$ cat src/common/memCtrl_cfg.svh
`ifndef MEMCTRL_CFG_SVH
`define MEMCTRL_CFG_SVH

// byte address on both client ports and the RAM port
`define MC_ADDR_W 32

// instruction and data word
`define MC_WORD_W 32

// RAM data port
`define MC_BYTE_W 8

// bytes in one word, also the longest access
`define MC_WORD_BYTES 4

`endif

$ cat src/common/memCtrlPkg.sv
`include "memCtrl_cfg.svh"

package memCtrlPkg;

    // byte count of one access, only 1, 2 and 4 are legal
    typedef logic [2:0] accessLen_t;

    // a fetch always reads a full word
    localparam accessLen_t lenWord = accessLen_t'(`MC_WORD_BYTES);

    // one transaction as handed from a client to the sequencer
    typedef struct packed {
        logic [`MC_ADDR_W-1:0] addr;
        // store data, low byte goes to addr
        logic [`MC_WORD_W-1:0] wdata;
        accessLen_t            len;
        logic                  write;
    } memReq_t;

    // sequencer result, data is zero-extended
    typedef struct packed {
        logic                  done;
        logic [`MC_WORD_W-1:0] data;
    } memRsp_t;

endpackage

$ cat src/memAccess/byteSequencer.sv
`timescale 1ns/1ps
`include "memCtrl_cfg.svh"

module byteSequencer (
    input  logic                  clk,
    input  logic                  rst,
    input  logic                  i_active,

    input  logic                  i_start,
    input  memCtrlPkg::memReq_t   i_req,
    output memCtrlPkg::memRsp_t   o_rsp,

    input  logic [`MC_BYTE_W-1:0] i_memRdata,
    output logic [`MC_ADDR_W-1:0] o_memAddr,
    output logic                  o_memWe,
    output logic [`MC_BYTE_W-1:0] o_memWdata
);
    localparam int LaneW = $clog2(`MC_WORD_BYTES);
    localparam int CntW  = $bits(memCtrlPkg::accessLen_t);

    // control state
    logic                   busy;
    logic                   isWrite;
    memCtrlPkg::accessLen_t len;
    memCtrlPkg::accessLen_t issueCnt;
    memCtrlPkg::accessLen_t capCnt;
    logic                   lastActive;
    logic                   doneReg;

    // transaction payload
    logic [`MC_ADDR_W-1:0]                     baseAddr;
    logic [`MC_WORD_BYTES-1:0][`MC_BYTE_W-1:0] wrBytes;
    logic [`MC_WORD_BYTES-1:0][`MC_BYTE_W-1:0] rdBytes;

    logic                   capOk;
    memCtrlPkg::accessLen_t issIdx;
    logic [LaneW-1:0]       issLane;
    logic [LaneW-1:0]       capLane;
    logic [`MC_ADDR_W-1:0]  addrOfs;
    logic                   issueOk;
    logic                   lastWrite;
    logic                   lastCapture;

    // byte capCnt was issued last cycle and RAM shows it now
    assign capOk = busy && !isWrite && lastActive && (issueCnt != capCnt);

    // after a stall the outstanding read byte is lost, so issue it again
    assign issIdx = (isWrite || capOk) ? issueCnt : capCnt;

    assign issueOk = busy && (issIdx < len);

    assign lastWrite   = issueOk && isWrite && (issIdx == len - 3'd1);
    assign lastCapture = capOk && (capCnt == len - 3'd1);

    assign issLane = issIdx[LaneW-1:0];
    assign capLane = capCnt[LaneW-1:0];
    assign addrOfs = {{(`MC_ADDR_W - CntW){1'b0}}, issIdx};

    // RAM port
    assign o_memAddr  = busy ? baseAddr + addrOfs : '0;
    assign o_memWe    = i_active && issueOk && isWrite;
    assign o_memWdata = wrBytes[issLane];

    assign o_rsp.done = doneReg;
    assign o_rsp.data = rdBytes;

    // tells whether the byte on i_memRdata was sampled in an active cycle
    always_ff @(posedge clk) begin
        if (rst) begin
            lastActive <= 1'b0;
        end else begin
            lastActive <= i_active;
        end
    end

    always_ff @(posedge clk) begin
        if (rst) begin
            busy     <= 1'b0;
            isWrite  <= 1'b0;
            len      <= '0;
            issueCnt <= '0;
            capCnt   <= '0;
            doneReg  <= 1'b0;
        end else if (i_active) begin
            // done stays up through stalls and drops after one active cycle
            doneReg <= 1'b0;
            if (i_start) begin
                busy     <= 1'b1;
                isWrite  <= i_req.write;
                len      <= i_req.len;
                issueCnt <= '0;
                capCnt   <= '0;
            end else if (busy) begin
                if (issueOk) begin
                    issueCnt <= issIdx + 3'd1;
                end
                if (capOk) begin
                    capCnt <= capCnt + 3'd1;
                end
                if (lastWrite || lastCapture) begin
                    busy     <= 1'b0;
                    doneReg  <= 1'b1;
                    issueCnt <= '0;
                    capCnt   <= '0;
                end
            end
        end
    end

    always_ff @(posedge clk) begin
        if (i_active) begin
            if (i_start) begin
                baseAddr <= i_req.addr;
                wrBytes  <= i_req.wdata;
                // upper lanes of a short load stay zero
                rdBytes  <= '0;
            end else if (capOk) begin
                rdBytes[capLane] <= i_memRdata;
            end
        end
    end

endmodule

$ cat src/memArbiter.sv
`timescale 1ns/1ps
`include "memCtrl_cfg.svh"

module memArbiter (
    input  logic                  clk,
    input  logic                  rst,
    input  logic                  i_active,

    input  logic                  i_dcEn,
    input  memCtrlPkg::memReq_t   i_dcReq,
    input  logic                  i_ifEn,
    input  logic [`MC_ADDR_W-1:0] i_ifAddr,

    input  memCtrlPkg::memRsp_t   i_seqRsp,
    output logic                  o_seqStart,
    output memCtrlPkg::memReq_t   o_seqReq,

    output logic                  o_dcDone,
    output logic [`MC_WORD_W-1:0] o_dcData,
    output logic                  o_ifDone,
    output logic [`MC_WORD_W-1:0] o_ifInst
);
    typedef enum logic [1:0] {
        srcIdle,
        srcData,
        srcFetch
    } grantSrc_t;

    grantSrc_t           grant;
    memCtrlPkg::memReq_t fetchReq;
    logic                finish;

    // fetch is always a full-word read
    always_comb begin
        fetchReq.addr  = i_ifAddr;
        fetchReq.wdata = '0;
        fetchReq.len   = memCtrlPkg::lenWord;
        fetchReq.write = 1'b0;
    end

    // data client wins when both ask in the same cycle
    assign o_seqStart = i_active && (grant == srcIdle) && (i_dcEn || i_ifEn);
    assign o_seqReq   = i_dcEn ? i_dcReq : fetchReq;

    // done only counts in an active cycle, so a stall delays the pulse
    assign finish = i_active && i_seqRsp.done;

    assign o_dcDone = finish && (grant == srcData);
    assign o_ifDone = finish && (grant == srcFetch);

    assign o_dcData = (grant == srcData) ? i_seqRsp.data : '0;
    assign o_ifInst = (grant == srcFetch) ? i_seqRsp.data : '0;

    always_ff @(posedge clk) begin
        if (rst) begin
            grant <= srcIdle;
        end else if (i_active) begin
            case (grant)
                srcIdle: begin
                    if (i_dcEn) begin
                        grant <= srcData;
                    end else if (i_ifEn) begin
                        grant <= srcFetch;
                    end
                end
                default: begin
                    // bus is held until the sequencer reports done
                    if (i_seqRsp.done) begin
                        grant <= srcIdle;
                    end
                end
            endcase
        end
    end

endmodule

$ cat src/memCtrlTop.sv
`timescale 1ns/1ps
`include "memCtrl_cfg.svh"

module memCtrlTop (
    input  logic                  clk,
    input  logic                  rst,
    input  logic                  i_rdy,
    input  logic                  i_ioFull,

    // data client
    input  logic                  i_dcEn,
    input  memCtrlPkg::memReq_t   i_dcReq,
    output logic                  o_dcDone,
    output logic [`MC_WORD_W-1:0] o_dcData,

    // fetch client
    input  logic                  i_ifEn,
    input  logic [`MC_ADDR_W-1:0] i_ifAddr,
    output logic                  o_ifDone,
    output logic [`MC_WORD_W-1:0] o_ifInst,

    // byte RAM
    input  logic [`MC_BYTE_W-1:0] i_memRdata,
    output logic [`MC_ADDR_W-1:0] o_memAddr,
    output logic                  o_memWe,
    output logic [`MC_BYTE_W-1:0] o_memWdata
);
    logic                active;
    logic                seqStart;
    memCtrlPkg::memReq_t seqReq;
    memCtrlPkg::memRsp_t seqRsp;

    // whole controller freezes on not ready or full I/O buffer
    assign active = i_rdy && !i_ioFull;

    memArbiter arbiter (
        .clk        (clk),
        .rst        (rst),
        .i_active   (active),
        .i_dcEn     (i_dcEn),
        .i_dcReq    (i_dcReq),
        .i_ifEn     (i_ifEn),
        .i_ifAddr   (i_ifAddr),
        .i_seqRsp   (seqRsp),
        .o_seqStart (seqStart),
        .o_seqReq   (seqReq),
        .o_dcDone   (o_dcDone),
        .o_dcData   (o_dcData),
        .o_ifDone   (o_ifDone),
        .o_ifInst   (o_ifInst)
    );

    byteSequencer sequencer (
        .clk        (clk),
        .rst        (rst),
        .i_active   (active),
        .i_start    (seqStart),
        .i_req      (seqReq),
        .o_rsp      (seqRsp),
        .i_memRdata (i_memRdata),
        .o_memAddr  (o_memAddr),
        .o_memWe    (o_memWe),
        .o_memWdata (o_memWdata)
    );

endmodule
$ cat config.mk
export PLATFORM = sky130hd
export DESIGN_NAME = memCtrlTop
export DESIGN_NICKNAME = d
export VERILOG_FILES = /design/src/common/memCtrlPkg.sv /design/src/memAccess/byteSequencer.sv /design/src/memArbiter.sv /design/src/memCtrlTop.sv
export VERILOG_INCLUDE_DIRS = /design/src /design/src/common
export SDC_FILE = /design/constraint.sdc
export NUM_CORES = 1
export LEC_CHECK = 0
export ABC_AREA = 1
export BUFFER_PORTS_ARGS = -buffer_cell sky130_fd_sc_hd__buf_2
export CAP_MARGIN = 40
export CORE_MARGIN = 2
export CORE_UTILIZATION = 55
export DETAILED_ROUTE_END_ITERATION = 7
export HOLD_SLACK_MARGIN = 0.05
export PLACE_DENSITY = 0.86
export RECOVER_POWER = 100
export SLEW_MARGIN = 20
export SYNTH_ARGS = -nofsm -noshare
export SYNTH_HDL_FRONTEND = slang
export SYNTH_SLANG_ARGS = --single-unit
$ cat constraint.sdc
create_clock -name clk -period 14.5 [get_ports clk]
set_input_delay 2.9 -clock clk [delete_from_list [all_inputs] [get_ports clk]]
set_output_delay 2.9 -clock clk [all_outputs]
set_load 0.005 [all_outputs]
* Word-level counts from Yosys, hierarchy flattened
Index checks and enable logic that the tools add are counted.
** Word-level totals
- Memories kept :: 0
- Memory bits (read-only) :: 0
- Bits in latches :: 0
- Memory bits (writable) :: 0
- Bits of input ports :: 114
- Output and inout bits :: 107
- Logic and storage cells :: 92
- Flip-flop bits (word level) :: 111
** Cells by class
- Add/subtract/negate cells :: 4
- Eq/ne operators :: 6
- Div/mod/pow operators :: 0
- Shift operators :: 0
- Magnitude comparators :: 4
- Multiply operators :: 0
- Bitwise operators :: 0
- Mux-type cells :: 29
- Reductions and logical operators :: 32
** Operator list (number)
- two-way mux 32 bit :: 4
- two-way mux 68 bit :: 1
- adder 32 x 3 -> 32 bit :: 1
- bitwise mux 32 bit :: 1
- two-way mux 3 bit :: 9
- binary-select mux 8 bit (select 2 bit) :: 1
- demux 8 bit (select 2 bit) :: 1
- logical AND 1 bit :: 16
- two-way mux 8 bit :: 2
- AND reduction 3 bit :: 3
- two-way mux 2 bit :: 4
- adder 3 x 1 -> 3 bit, second input constant :: 2
- == test 3 bit :: 2
- less-than comparator 2 x 3 -> 1 bit, second input constant :: 2
- two-way mux 1 bit :: 6
- nonzero test 2 bit :: 3
- nonzero test 3 bit :: 2
- AND reduction 2 bit :: 2
- logical OR 1 bit :: 3
- less-than comparator 3 bit :: 1
- inequality test 3 bit :: 1
- inequality test 3 bit, second input constant :: 1
- subtractor 3 x 1 -> 3 bit, second input constant :: 1
- == test 2 x 1 -> 1 bit, second input constant :: 1
- other kinds (4) :: 5

* Longest topological paths before layout
Gate-level depths: netlist (run 1).
- Word-level depth :: 14
- Depth in mapped cells :: 26
- Gate-level depth less buffers :: 24

* Hierarchy
A second synthesis (run 1) with hierarchy kept.
** Unflattened totals
- Cells, all modules :: 885
- Area, all modules :: 6774.0 sq um
** By module, submodules not included
- byteSequencer :: times used 1, cells each 575, sequential area each 3143.0 sq um, area each 5506.5 sq um
- memArbiter :: times used 1, cells each 308, sequential area each 40.0 sq um, area each 1257.5 sq um
- memCtrlTop :: times used 1, cells each 2, sequential area each 0.0 sq um, area each 10.0 sq um

* Worst setup path before layout (run 1)
OpenSTA, ideal clock, no wires.
- Path type :: input to register
- From :: input i_rdy
- To :: register sequencer.rdBytes (netlist bit sequencer.o_rsp[0]) (enable)
- Path buffers :: 2
- Setup time :: 0.466 ns
- Path slack :: 5.930 ns
- Required time :: 14.034 ns
- Stages :: 8
- Arrival time :: 8.105 ns
- Cell sequence :: inv_1 -> nor2_4 -> o21ai_0 -> nor2_1 -> inv_2 -> clkbuf_1 -> clkbuf_1 -> o21ai_0
** On the way
- Cells in the longest elaborated chain, start to end :: 5
** Ends and longest elaborated chain
- from (decl) :: line memCtrlTop.sv:7 : input logic i_rdy,
- logical AND 1 bit * :: line memCtrlTop.sv:34 : assign active = i_rdy && !i_ioFull;
- logical AND 1 bit (2 in a row) :: line memArbiter.sv:42 : assign o_seqStart = i_active && (grant == srcIdle) && (i_dcEn || i_ifEn);
- nonzero test 2 bit (no source line)
- AND reduction 2 bit (no source line) *
- to (signal, indexed assignment) :: line byteSequencer.sv:118 : rdBytes[capLane] <= i_memRdata;
- to (decl) :: line byteSequencer.sv:33 : logic [`MC_WORD_BYTES-1:0][`MC_BYTE_W-1:0] rdBytes;
Every way passes the cells marked *; elsewhere a longest branch is shown, timed or not.
A chain may end at the register's enable or synchronous reset.

* Worst setup path in the final report (run 1)
- From :: register sequencer.busy
- To :: output o_memAddr[30]
** On the way
- Cells in the longest elaborated chain, start to end :: 7
** Ends and longest elaborated chain
- from (decl) :: line byteSequencer.sv:22 : logic busy;
- from (signal assigned) :: line byteSequencer.sv:78 : busy <= 1'b0;
- from (signal assigned) :: line byteSequencer.sv:88 : busy <= 1'b1;
- from (signal assigned) :: line byteSequencer.sv:101 : busy <= 1'b0;
- logical AND 1 bit (3 in a row) :: line byteSequencer.sv:45 : assign capOk = busy && !isWrite && lastActive && (issueCnt != capCnt);
- logical OR 1 bit :: line byteSequencer.sv:48 : assign issIdx = (isWrite || capOk) ? issueCnt : capCnt;
- two-way mux 3 bit :: line byteSequencer.sv:48
- adder 32 x 3 -> 32 bit :: line byteSequencer.sv:60 : assign o_memAddr = busy ? baseAddr + addrOfs : '0;
- two-way mux 32 bit * :: line byteSequencer.sv:60
- to (decl) :: line memCtrlTop.sv:24 : output logic [`MC_ADDR_W-1:0] o_memAddr,
Marks and branches as above.

==> results.json, run 1 <==
{
  "dieHeight_um": 115,
  "critPathArrivalTime_ns": 6.46,
  "drt-vias-per-instance": 4.97,
  "finalSetupViolations": 0,
  "mostFrequentLayoutCells": "nand2_1 (274), inv_1 (153), nor2_1 (136)",
  "synthTopCellsByArea": "edfxtp_1 (42%), nand2_1 (15%), inv_1 (8.3%), nor2_1 (7.2%), dfxtp_1 (4.4%)",
  "ys.flop_type": "edfxtp_1",
  "final_max_slew_viol_count": 222,
  "grt_overflow": 0,
  "startpoint_type": "register",
  "synth_seq_cells": 111,
  "postSynthCellCount": 910,
  "synth_cell_types": 42,
  "vdd_drop_max_uv": 102,
  "r2r_slack_ns": 9.00,
  "min_path_type": "register to register",
  "hold_viol": 0,
  "r2r_end": "sequencer.issueCnt[0]",
  "cts_setup_buffers": 0,
  "clock-root-buffer": "clkbuf_16",
  "r2r_cells": 19,
  "drtIter0Drc": 578,
  "yosys.area.top_type_share": 0.423,
  "cellPowerDensity_nw_per_um2": 87.3,
  "drc": 0,
  "antenna_found_initial": 0,
  "cts_hold_buf": 0,
  "clock_sinks": 111,
  "dieWidth_um": 115,
  "yosysTopAreaCell": "edfxtp_1",
  "skew_ns": 0.00476,
  "clock_path_buffers": 2,
  "clk_pin_slew_ns": 0.07,
  "n_antenna_cell": 0,
  "yosysSeqAreaShare": 0.467,
  "slew_headroom": -1.33,
  "worst-setup-path-type": "register to primary output",
  "fillers": 1068,
  "place_ws_ns": 7.47,
  "grt_pass1_vias": 5578,
  "rows": 40,
  "grt_first_pass_wirelength_um": 26600,
  "area_delta_synth_final_pct": 18.4,
  "wl_per_cell_um": 13.4,
  "synth_nets": 1037,
  "min_period_over_period": 0.646,
  "dieArea_um2": 13300,
  "synth-warning-count": 0,
  "track_usage": 0.256,
  "status": "complete, but fails checks",
  "postRouteAntennaNets": 0,
  "clkLatencyLatePin_ns": 0.35,
  "layout_commonest_cell": "nand2_1",
  "r2r_start": "sequencer.busy",
  "async_reset_ff_frac": 0,
  "grt_max_degree": 67,
  "h-tree-depth": 3,
  "worst_pin_slew_ns": 3.50,
  "core_area_um2": 12100,
  "max-cap-violations": 5,
  "max_freq_ghz": 0.107,
  "cts_resized": 0,
  "ioPinCount": 221,
  "io_buffer_count": 220,
  "endpoint_kind": "primary output",
  "required_ns": 11.60,
  "place_congestion": 0.969,
  "cts_buffers": 9,
  "layout-drive-gt1-share": 0.161,
  "final_net_count": 1239,
  "avgSynthCellArea_um2": 7.49,
  "period_needed_ns": 9.36,
  "postLayoutCoreUtil": 0.669,
  "hpwl_um": 12700,
  "final.setup.worst_slack_ns": 5.14,
  "initial_core_util": 0.565,
  "routed_wl_um": 17200,
  "vias": 6388,
  "syn_area_um2": 6820,
  "leakage_nw": 4.03,
  "drtPass1Iterations": 5,
  "critPathLaunch": "sequencer.busy",
  "tritoncts": "done",
  "violations": "capacitance limit, slew limit",
  "rsz0062_at_grt": "no",
  "cp_max_fo": 20,
  "cp-endpoint": "o_memAddr[30]",
  "finalSetupTns_ns": 0,
  "synth_edf_count": 96,
  "finalPower_mw": 0.704
}
-- cells in the mapped netlist, types with 2 or more instances --
cell type and instances:
a21oi_1 28, a31oi_1 2, buf_1 2, buf_2 3, clkbuf_1 27, dfxtp_1 15
edfxtp_1 96, ha_1 12, inv_1 150, inv_2 7, nand2_1 269, nand2_2 4
nand2_4 5, nand3_1 21, nand3_2 2, nand4_1 7, nand4_4 2, nor2_1 130
nor2_2 5, nor2_4 5, nor3_1 17, nor3_2 2, nor4_1 5, o21ai_0 58
o21ai_1 2, o22ai_1 8, xnor2_1 4, xor2_1 8
-- sequential cells by signal, summed over array words and instances, names as in the netlist --
signal / count
arbiter.grant: 2
sequencer.baseAddr: 32
sequencer.busy: 1
sequencer.capCnt: 3
sequencer.doneReg: 1
sequencer.isWrite: 1
sequencer.issueCnt: 3
sequencer.lastActive: 1
sequencer.len: 3
sequencer.o_rsp: 32
sequencer.wrBytes: 32
-- routing by layer --
metal	track usage	part of all wire	up-vias
met5	0	0	-
met4	0.0819	0.025	0
met3	0.0659	0.069	39
met2	0.425	0.48	270
met1	0.329	0.43	2827
li1	-	-	3252
-- critical path: stages (launching register included) --
cell,delay (ns)
dfxtp_1,0.51
inv_1,0.56
nor2_1,0.15
nand2_1,0.22
nand2_1,0.19
o21ai_0,1.47
ha_1,0.39
inv_1,0.06
fa_1,0.36
inv_1,0.08
nand2_1,0.06
a21oi_1,0.27
nand3_2,0.11
nor2_1,0.33
nand4_4,0.14
nor3_1,0.30
nand2_2,0.09
nor2_1,0.28
nand3b_1,0.16
nand2_1,0.08
nand2_1,0.04
nor2_1,0.11
clkbuf_1,0.12
-- worst min path at each step --
stage | end | startpoint | cells past startpoint
after CTS | sequencer.len[1] | sequencer.len[1] | 2
final | sequencer.len[1] | sequencer.len[1] | 2
after detailed placement | sequencer.len[1] | sequencer.len[1] | 2
after floorplan | sequencer.len[1] | sequencer.len[1] | 2
after global placement | sequencer.len[1] | sequencer.len[1] | 2
after global routing | sequencer.len[1] | sequencer.len[1] | 2
-- through the flow --
stage / instances / hold WS, ns / cell area [um2]
detailed placement: 1269 / 0.468 / 8050
finish: 1285 / 0.473 / 8070
global route: 1285 / 0.506 / 8070
global placement: 1267 / 0.453 / 8020
floorplan: 910 / 0.441 / 6820
CTS: 1285 / 0.476 / 8310
-- cell type report --
| cell class | count | area [um2] | area share |
|---|---|---|---|
| Clock inverter | 6 | 37.5 | 0.00465 |
| Inverter | 158 | 593 | 0.0735 |
| Clock buffer | 10 | 229 | 0.0284 |
| Sequential cell | 111 | 3180 | 0.395 |
| Multi-Input combinational cell | 607 | 2780 | 0.345 |
| Tap cell | 168 | 210 | 0.0261 |
| Timing Repair Buffer | 225 | 1030 | 0.128 |
-- logic make-up (layout without fill, tap and decap cells) --
kind of cell,Yosys count,in the layout,share of synthesized area
AOI/OAI and AO/OA,102,102,0.0786
xor gates and xnor gates,13,13,0.0178
and+or+nand+nor,479,479,0.304
adders and majority gates,13,13,0.0250
DFF,111,111,0.467
buffers and inverters,192,399,0.108
-- power by group --
part | switching [mW] | internal (mW)
Combinational | 0.0648 | 0.0385
Clock | 0.110 | 0.116
Sequential | 0.00847 | 0.367
Total | 0.183 | 0.521
No activity file was read; power rests on OpenSTA's default activity.
==> inputs of run 2 (changes only) <==
CORE_UTILIZATION = 47   (was 55)
PLACE_DENSITY = 0.78   (was 0.86)
clock period = 8.6 ns   (was 14.5 ns; I/O delays follow)
==> run 2 against run 1 <==
Net effect: the flow still finishes with violations (capacitance limit, slew limit); hold slack improved by 0.0015 ns; final cell count increased by 1.4%; non-clock buffer count increased by 2; setup slack got worse by 3.6 ns; first-iteration DRC count decreased by 15%; critical path type unchanged; largest cell class unchanged.
==> results.json, run 2 (same netlist as run 1, synthesis figures left out) <==
{
  "status": "complete, but fails checks",
  "violations": "capacitance limit, slew limit",
  "dieArea_um2": 15500,
  "rows": 44,
  "antenna_found_initial": 1,
  "area_delta_synth_final_pct": 20.2,
  "initial_core_util": 0.474,
  "regArea_um2": 3180,
  "fillers": 1382,
  "skew_ns": 0.00564,
  "r2r_start": "sequencer.busy",
  "min_to": "sequencer.len[1]",
  "cellPowerDensity_nw_per_um2": 148,
  "finalSetupTns_ns": 0,
  "grt_pass1_vias": 5651,
  "mostFrequentLayoutCells": "nand2_1 (274), inv_1 (152), buf_2 (136)",
  "critPathArrivalTime_ns": 5.35,
  "place_area_um2": 8070,
  "vias": 6282,
  "n_antenna_cell": 0,
  "cts_resized": 0,
  "period_needed_ns": 7.07,
  "clk_pin_slew_ns": 0.07,
  "finalNonFillerCells": 1303,
  "finalSetupViolations": 0,
  "clock-root-buffer": "clkbuf_16",
  "grt_overflow": 0,
  "cts_setup_buffers": 0,
  "drtPass1Iterations": 5,
  "io_buffer_count": 220,
  "postLayoutCoreUtil": 0.570,
  "core_area_um2": 14400,
  "r2r_slack_ns": 4.19,
  "place_ws_ns": 2.66,
  "worst-setup-path-type": "register to primary output",
  "h-tree-depth": 3,
  "clock_path_buffers": 2,
  "dpl.cell_count": 1285,
  "rsz0062_at_grt": "no",
  "min_path_type": "register to register",
  "final_net_count": 1241,
  "multi_input_area_um2": 2810,
  "drt-vias-per-instance": 4.82,
  "postRouteAntennaNets": 0,
  "postLayoutCellArea_um2": 8190,
  "dieWidth_um": 124,
  "cts_hold_buf": 0,
  "dieHeight_um": 124,
  "hpwl_um": 12900,
  "worst_pin_slew_ns": 2.98,
  "ioPinCount": 221,
  "layout_commonest_cell": "nand2_1",
  "clock_sinks": 111,
  "layout-drive-gt1-share": 0.195,
  "tritoncts": "done",
  "cp_max_fo": 20,
  "min_period_over_period": 0.822,
  "r2r_end": "sequencer.issueCnt[1]",
  "grt_first_pass_wirelength_um": 27400,
  "hold_viol": 0,
  "hold_path_depth": 2,
  "slew_headroom": -0.986,
  "routed_wl_um": 17000,
  "max_freq_ghz": 0.141,
  "clkLatencyLatePin_ns": 0.34,
  "endpoint_kind": "primary output",
  "required_ns": 6.88,
  "final.setup.worst_slack_ns": 1.53,
  "leakage_nw": 4.18,
  "hold_path_startpoint": "sequencer.len[1]",
  "cts_buffers": 9,
  "track_usage": 0.217,
  "r2r_cells": 19,
  "drc": 0,
  "place_congestion": 0.882,
  "startpoint_type": "register",
  "final_max_slew_viol_count": 246,
  "max-cap-violations": 5,
  "drtIter0Drc": 492,
  "vdd_drop_max_uv": 96.3,
  "grt_max_degree": 68,
  "wl_per_cell_um": 13.0
}
run 2: changes by cell type in the layout (fill, tap and decap cells not counted), sizes merged:
cell	previous run	this run
buf	134	136
inv	157	156
clkinv	5	6
clkbuf	101	99
bufinv	0	1
clkdlybuf4s25	0	1
run 2: area by class of cell:
cell class,count,share of cell area
timing repair buffer,227,0.133
inverter,158,0.0724
sequential,111,0.389
clock inverter,7,0.00779
multi-input combinational,607,0.343
tap,184,0.0281
clock buffer,9,0.0275
run 2: layer usage:
layer	part of all wire	vias up	wire length (um)	GRT usage
li1	-	3255	-	-
met1	0.44	2770	7490	0.282
met2	0.49	239	8300	0.377
met3	0.059	16	1000	0.0331
met4	0.012	2	205	0.0588
met5	0.00047	-	8	0
run 2: worst max-delay path by stage:
stage / cells past startpoint / endpoint / start
finish: 22 / o_memAddr[30] / sequencer.busy
CTS: 23 / o_memAddr[30] / sequencer.busy
detailed placement: 23 / o_memAddr[30] / sequencer.busy
floorplan: 8 / sequencer.o_rsp[0] / i_rdy
global placement: 23 / o_memAddr[30] / sequencer.busy
global route: 22 / o_memAddr[30] / sequencer.busy
run 2: power breakdown:
group | leakage [nW] | internal (mW) | switching (mW)
clock | 0.139 | 0.223 | 0.185
combinational | 3.02 | 0.0667 | 0.109
sequential | 1.02 | 0.618 | 0.0136
total | 4.18 | 0.908 | 0.308
run 2: critical path, stage by stage, from the launching register on:
cell and delay [ns]:
dfxtp_1 0.50, inv_1 0.56, nor2_1 0.15, nand2_1 0.23, nand2_1 0.21, o21ai_2 0.64, ha_1 0.30, inv_1 0.06
fa_1 0.35, inv_1 0.08, nand2_1 0.07, a21oi_1 0.26, nand3_1 0.16, nor2_1 0.33, nand4_4 0.16, nor3_4 0.17
nand2_1 0.12, nor2_4 0.15, nand3b_1 0.12, nand2_1 0.08, nand2_1 0.05, nor2_1 0.13, clkbuf_1 0.13
run 2: per-stage QoR:
step	power, mW	hold slack (ns)
after floorplan	0.748	0.441
after global placement	0.817	0.451
after detailed placement	0.822	0.464
after CTS	1.23	0.473
after global routing	1.28	0.512
final	1.22	0.474
==> inputs of run 3 (changes only) <==
CORE_UTILIZATION = 52   (was 47)
PLACE_DENSITY = 0.82   (was 0.78)
clock period = 7.3 ns   (was 8.6 ns; I/O delays follow)
==> run 3 against run 2 <==
Net effect: first-iteration DRC count decreased by 2.6%; sequential cell count stayed put; setup slack got worse by 0.64 ns; routed wire length increased by 1.2%; sequential power rose by 18%; critical endpoint unchanged; die area fell by 9.3%; total power grew 17%; largest power group unchanged; sequential share of layout area grew 0.10 points; non-clock buffer count is 1 lower; register-to-register slack got worse by 1.2 ns; combinational power up 18%; final area decreased by 0.26%; the flow still finishes with violations (capacitance limit, slew limit).
==> results.json, run 3 (same netlist as run 1, synthesis figures left out) <==
{
  "postRouteAntennaNets": 0,
  "clock_sinks": 111,
  "final_max_slew_viol_count": 101,
  "grt_first_pass_wirelength_um": 27400,
  "layout_commonest_cell": "nand2_1",
  "max_freq_ghz": 0.156,
  "hold_viol": 0,
  "slowest_stage": "o21ai_2",
  "antenna_found_initial": 1,
  "rsz0062_at_grt": "no",
  "area_delta_synth_final_pct": 19.9,
  "startpoint_type": "register",
  "io_buffer_count": 220,
  "cts_buffers": 9,
  "vdd_drop_max_uv": 164,
  "n_antenna_cell": 0,
  "hpwl_um": 12700,
  "grt_overflow": 0,
  "dieArea_um2": 14000,
  "endpoint_kind": "primary output",
  "min_path_type": "register to register",
  "required_ns": 5.84,
  "drtIter0Drc": 479,
  "finalSetupTns_ns": 0,
  "final_net_count": 1240,
  "max_stage_delay_ns": 0.63,
  "drtPass1Iterations": 5,
  "rows": 41,
  "min_period_over_period": 0.878,
  "r2r_cells": 19,
  "grt_pass1_vias": 5662,
  "clock_path_buffers": 2,
  "place_congestion": 0.914,
  "critPathArrivalTime_ns": 4.95,
  "core_area_um2": 12700,
  "path_common_cell": "nand2_1",
  "slew_headroom": -0.679,
  "worst_pin_slew_ns": 2.52,
  "cts_resized": 0,
  "skew_ns": 0.00760,
  "r2r_slack_ns": 3.04,
  "clkLatencyLatePin_ns": 0.35,
  "mostFrequentLayoutCells": "nand2_1 (274), inv_1 (153), buf_2 (135)",
  "path_buf_inv": 4,
  "initial_core_util": 0.536,
  "crit_cells": 22,
  "clk_pin_slew_ns": 0.07,
  "finalSetupViolations": 0,
  "drc": 0,
  "leakage_nw": 4.16,
  "cp_max_fo": 20,
  "tritoncts": "done",
  "dieWidth_um": 118,
  "hold_path_depth": 2,
  "h-tree-depth": 3,
  "routed_wl_um": 17200,
  "crit_family": "simple AND/OR/NAND/NOR gates",
  "period_needed_ns": 6.41,
  "ioPinCount": 221,
  "clock-root-buffer": "clkbuf_16",
  "dieHeight_um": 118,
  "cts_setup_buffers": 0,
  "fillers": 1185,
  "violations": "capacitance limit, slew limit",
  "status": "complete, but fails checks",
  "track_usage": 0.243,
  "worst-setup-path-type": "register to primary output",
  "drt-vias-per-instance": 4.89,
  "cts_hold_buf": 0,
  "cellPowerDensity_nw_per_um2": 174,
  "max-cap-violations": 2,
  "grt_max_degree": 67,
  "layout-drive-gt1-share": 0.197,
  "wl_per_cell_um": 13.3,
  "postLayoutCoreUtil": 0.642,
  "vias": 6303,
  "worstPathCellList": "inv_1 > nor2_1 > nand2_1 > nand2_1 > o21ai_2 > ha_1 > inv_1 > fa_1 > inv_1 > nand2_1 > a21oi_2 > nand3_2 > nor2_4 > nand4_4 > nor3_4 > nand2_2 > nor2_4 > nand3b_1 > nand2_1 > nand2_1 > nor2_1 > clkbuf_1"
}
## run 3: final timing paths
check | start | end
worst max-delay path | sequencer.busy | o_memAddr[30]
worst min-delay path | sequencer.len[1] | sequencer.len[1]
worst max register to register | sequencer.busy | sequencer.issueCnt[0]
worst min register to register | sequencer.len[1] | sequencer.len[1]
## run 3: cell type report
cell class              instances  area, um2  share of cell area
flip-flops and latches        111       3180               0.390
multi-input cells             607       2820               0.345
repair buffers                226       1080               0.132
inverters                     158        593              0.0726
clock buffers                   9        225              0.0276
well taps                     172        215              0.0263
clock inverters                 7       55.1             0.00674
## run 3: routing by layer
layer,vias up,GRT usage,part of all wire
li1,3269,-,-
met1,2765,0.313,0.43
met2,247,0.413,0.48
met3,20,0.0512,0.065
met4,2,0.0729,0.016
met5,-,0,0.00076
## run 3: tightest hold or removal path, stage by stage, from the launching register on
cell and delay (ns):
dfxtp_1 0.31, nand2_1 0.06, a21oi_1 0.05
## run 3: through the flow
stage	cells	worst slack [ns]	instance area (um2)	total power [mW]	hold slack (ns)
final	1290	0.888	8170	1.42	0.469
after global routing	1290	0.473	8170	1.49	0.491
after CTS	1289	1.28	8330	1.43	0.470
after detailed placement	1273	1.69	8050	0.967	0.460
after global placement	1271	1.80	8020	0.960	0.451
after floorplan	910	0.170	6820	0.881	0.441
## run 3: power by group
group	internal [mW]	leakage [nW]	switching, mW	total (mW)
combinational	0.0780	3.01	0.129	0.207
clock	0.236	0.138	0.237	0.473
sequential	0.726	1.02	0.0164	0.743
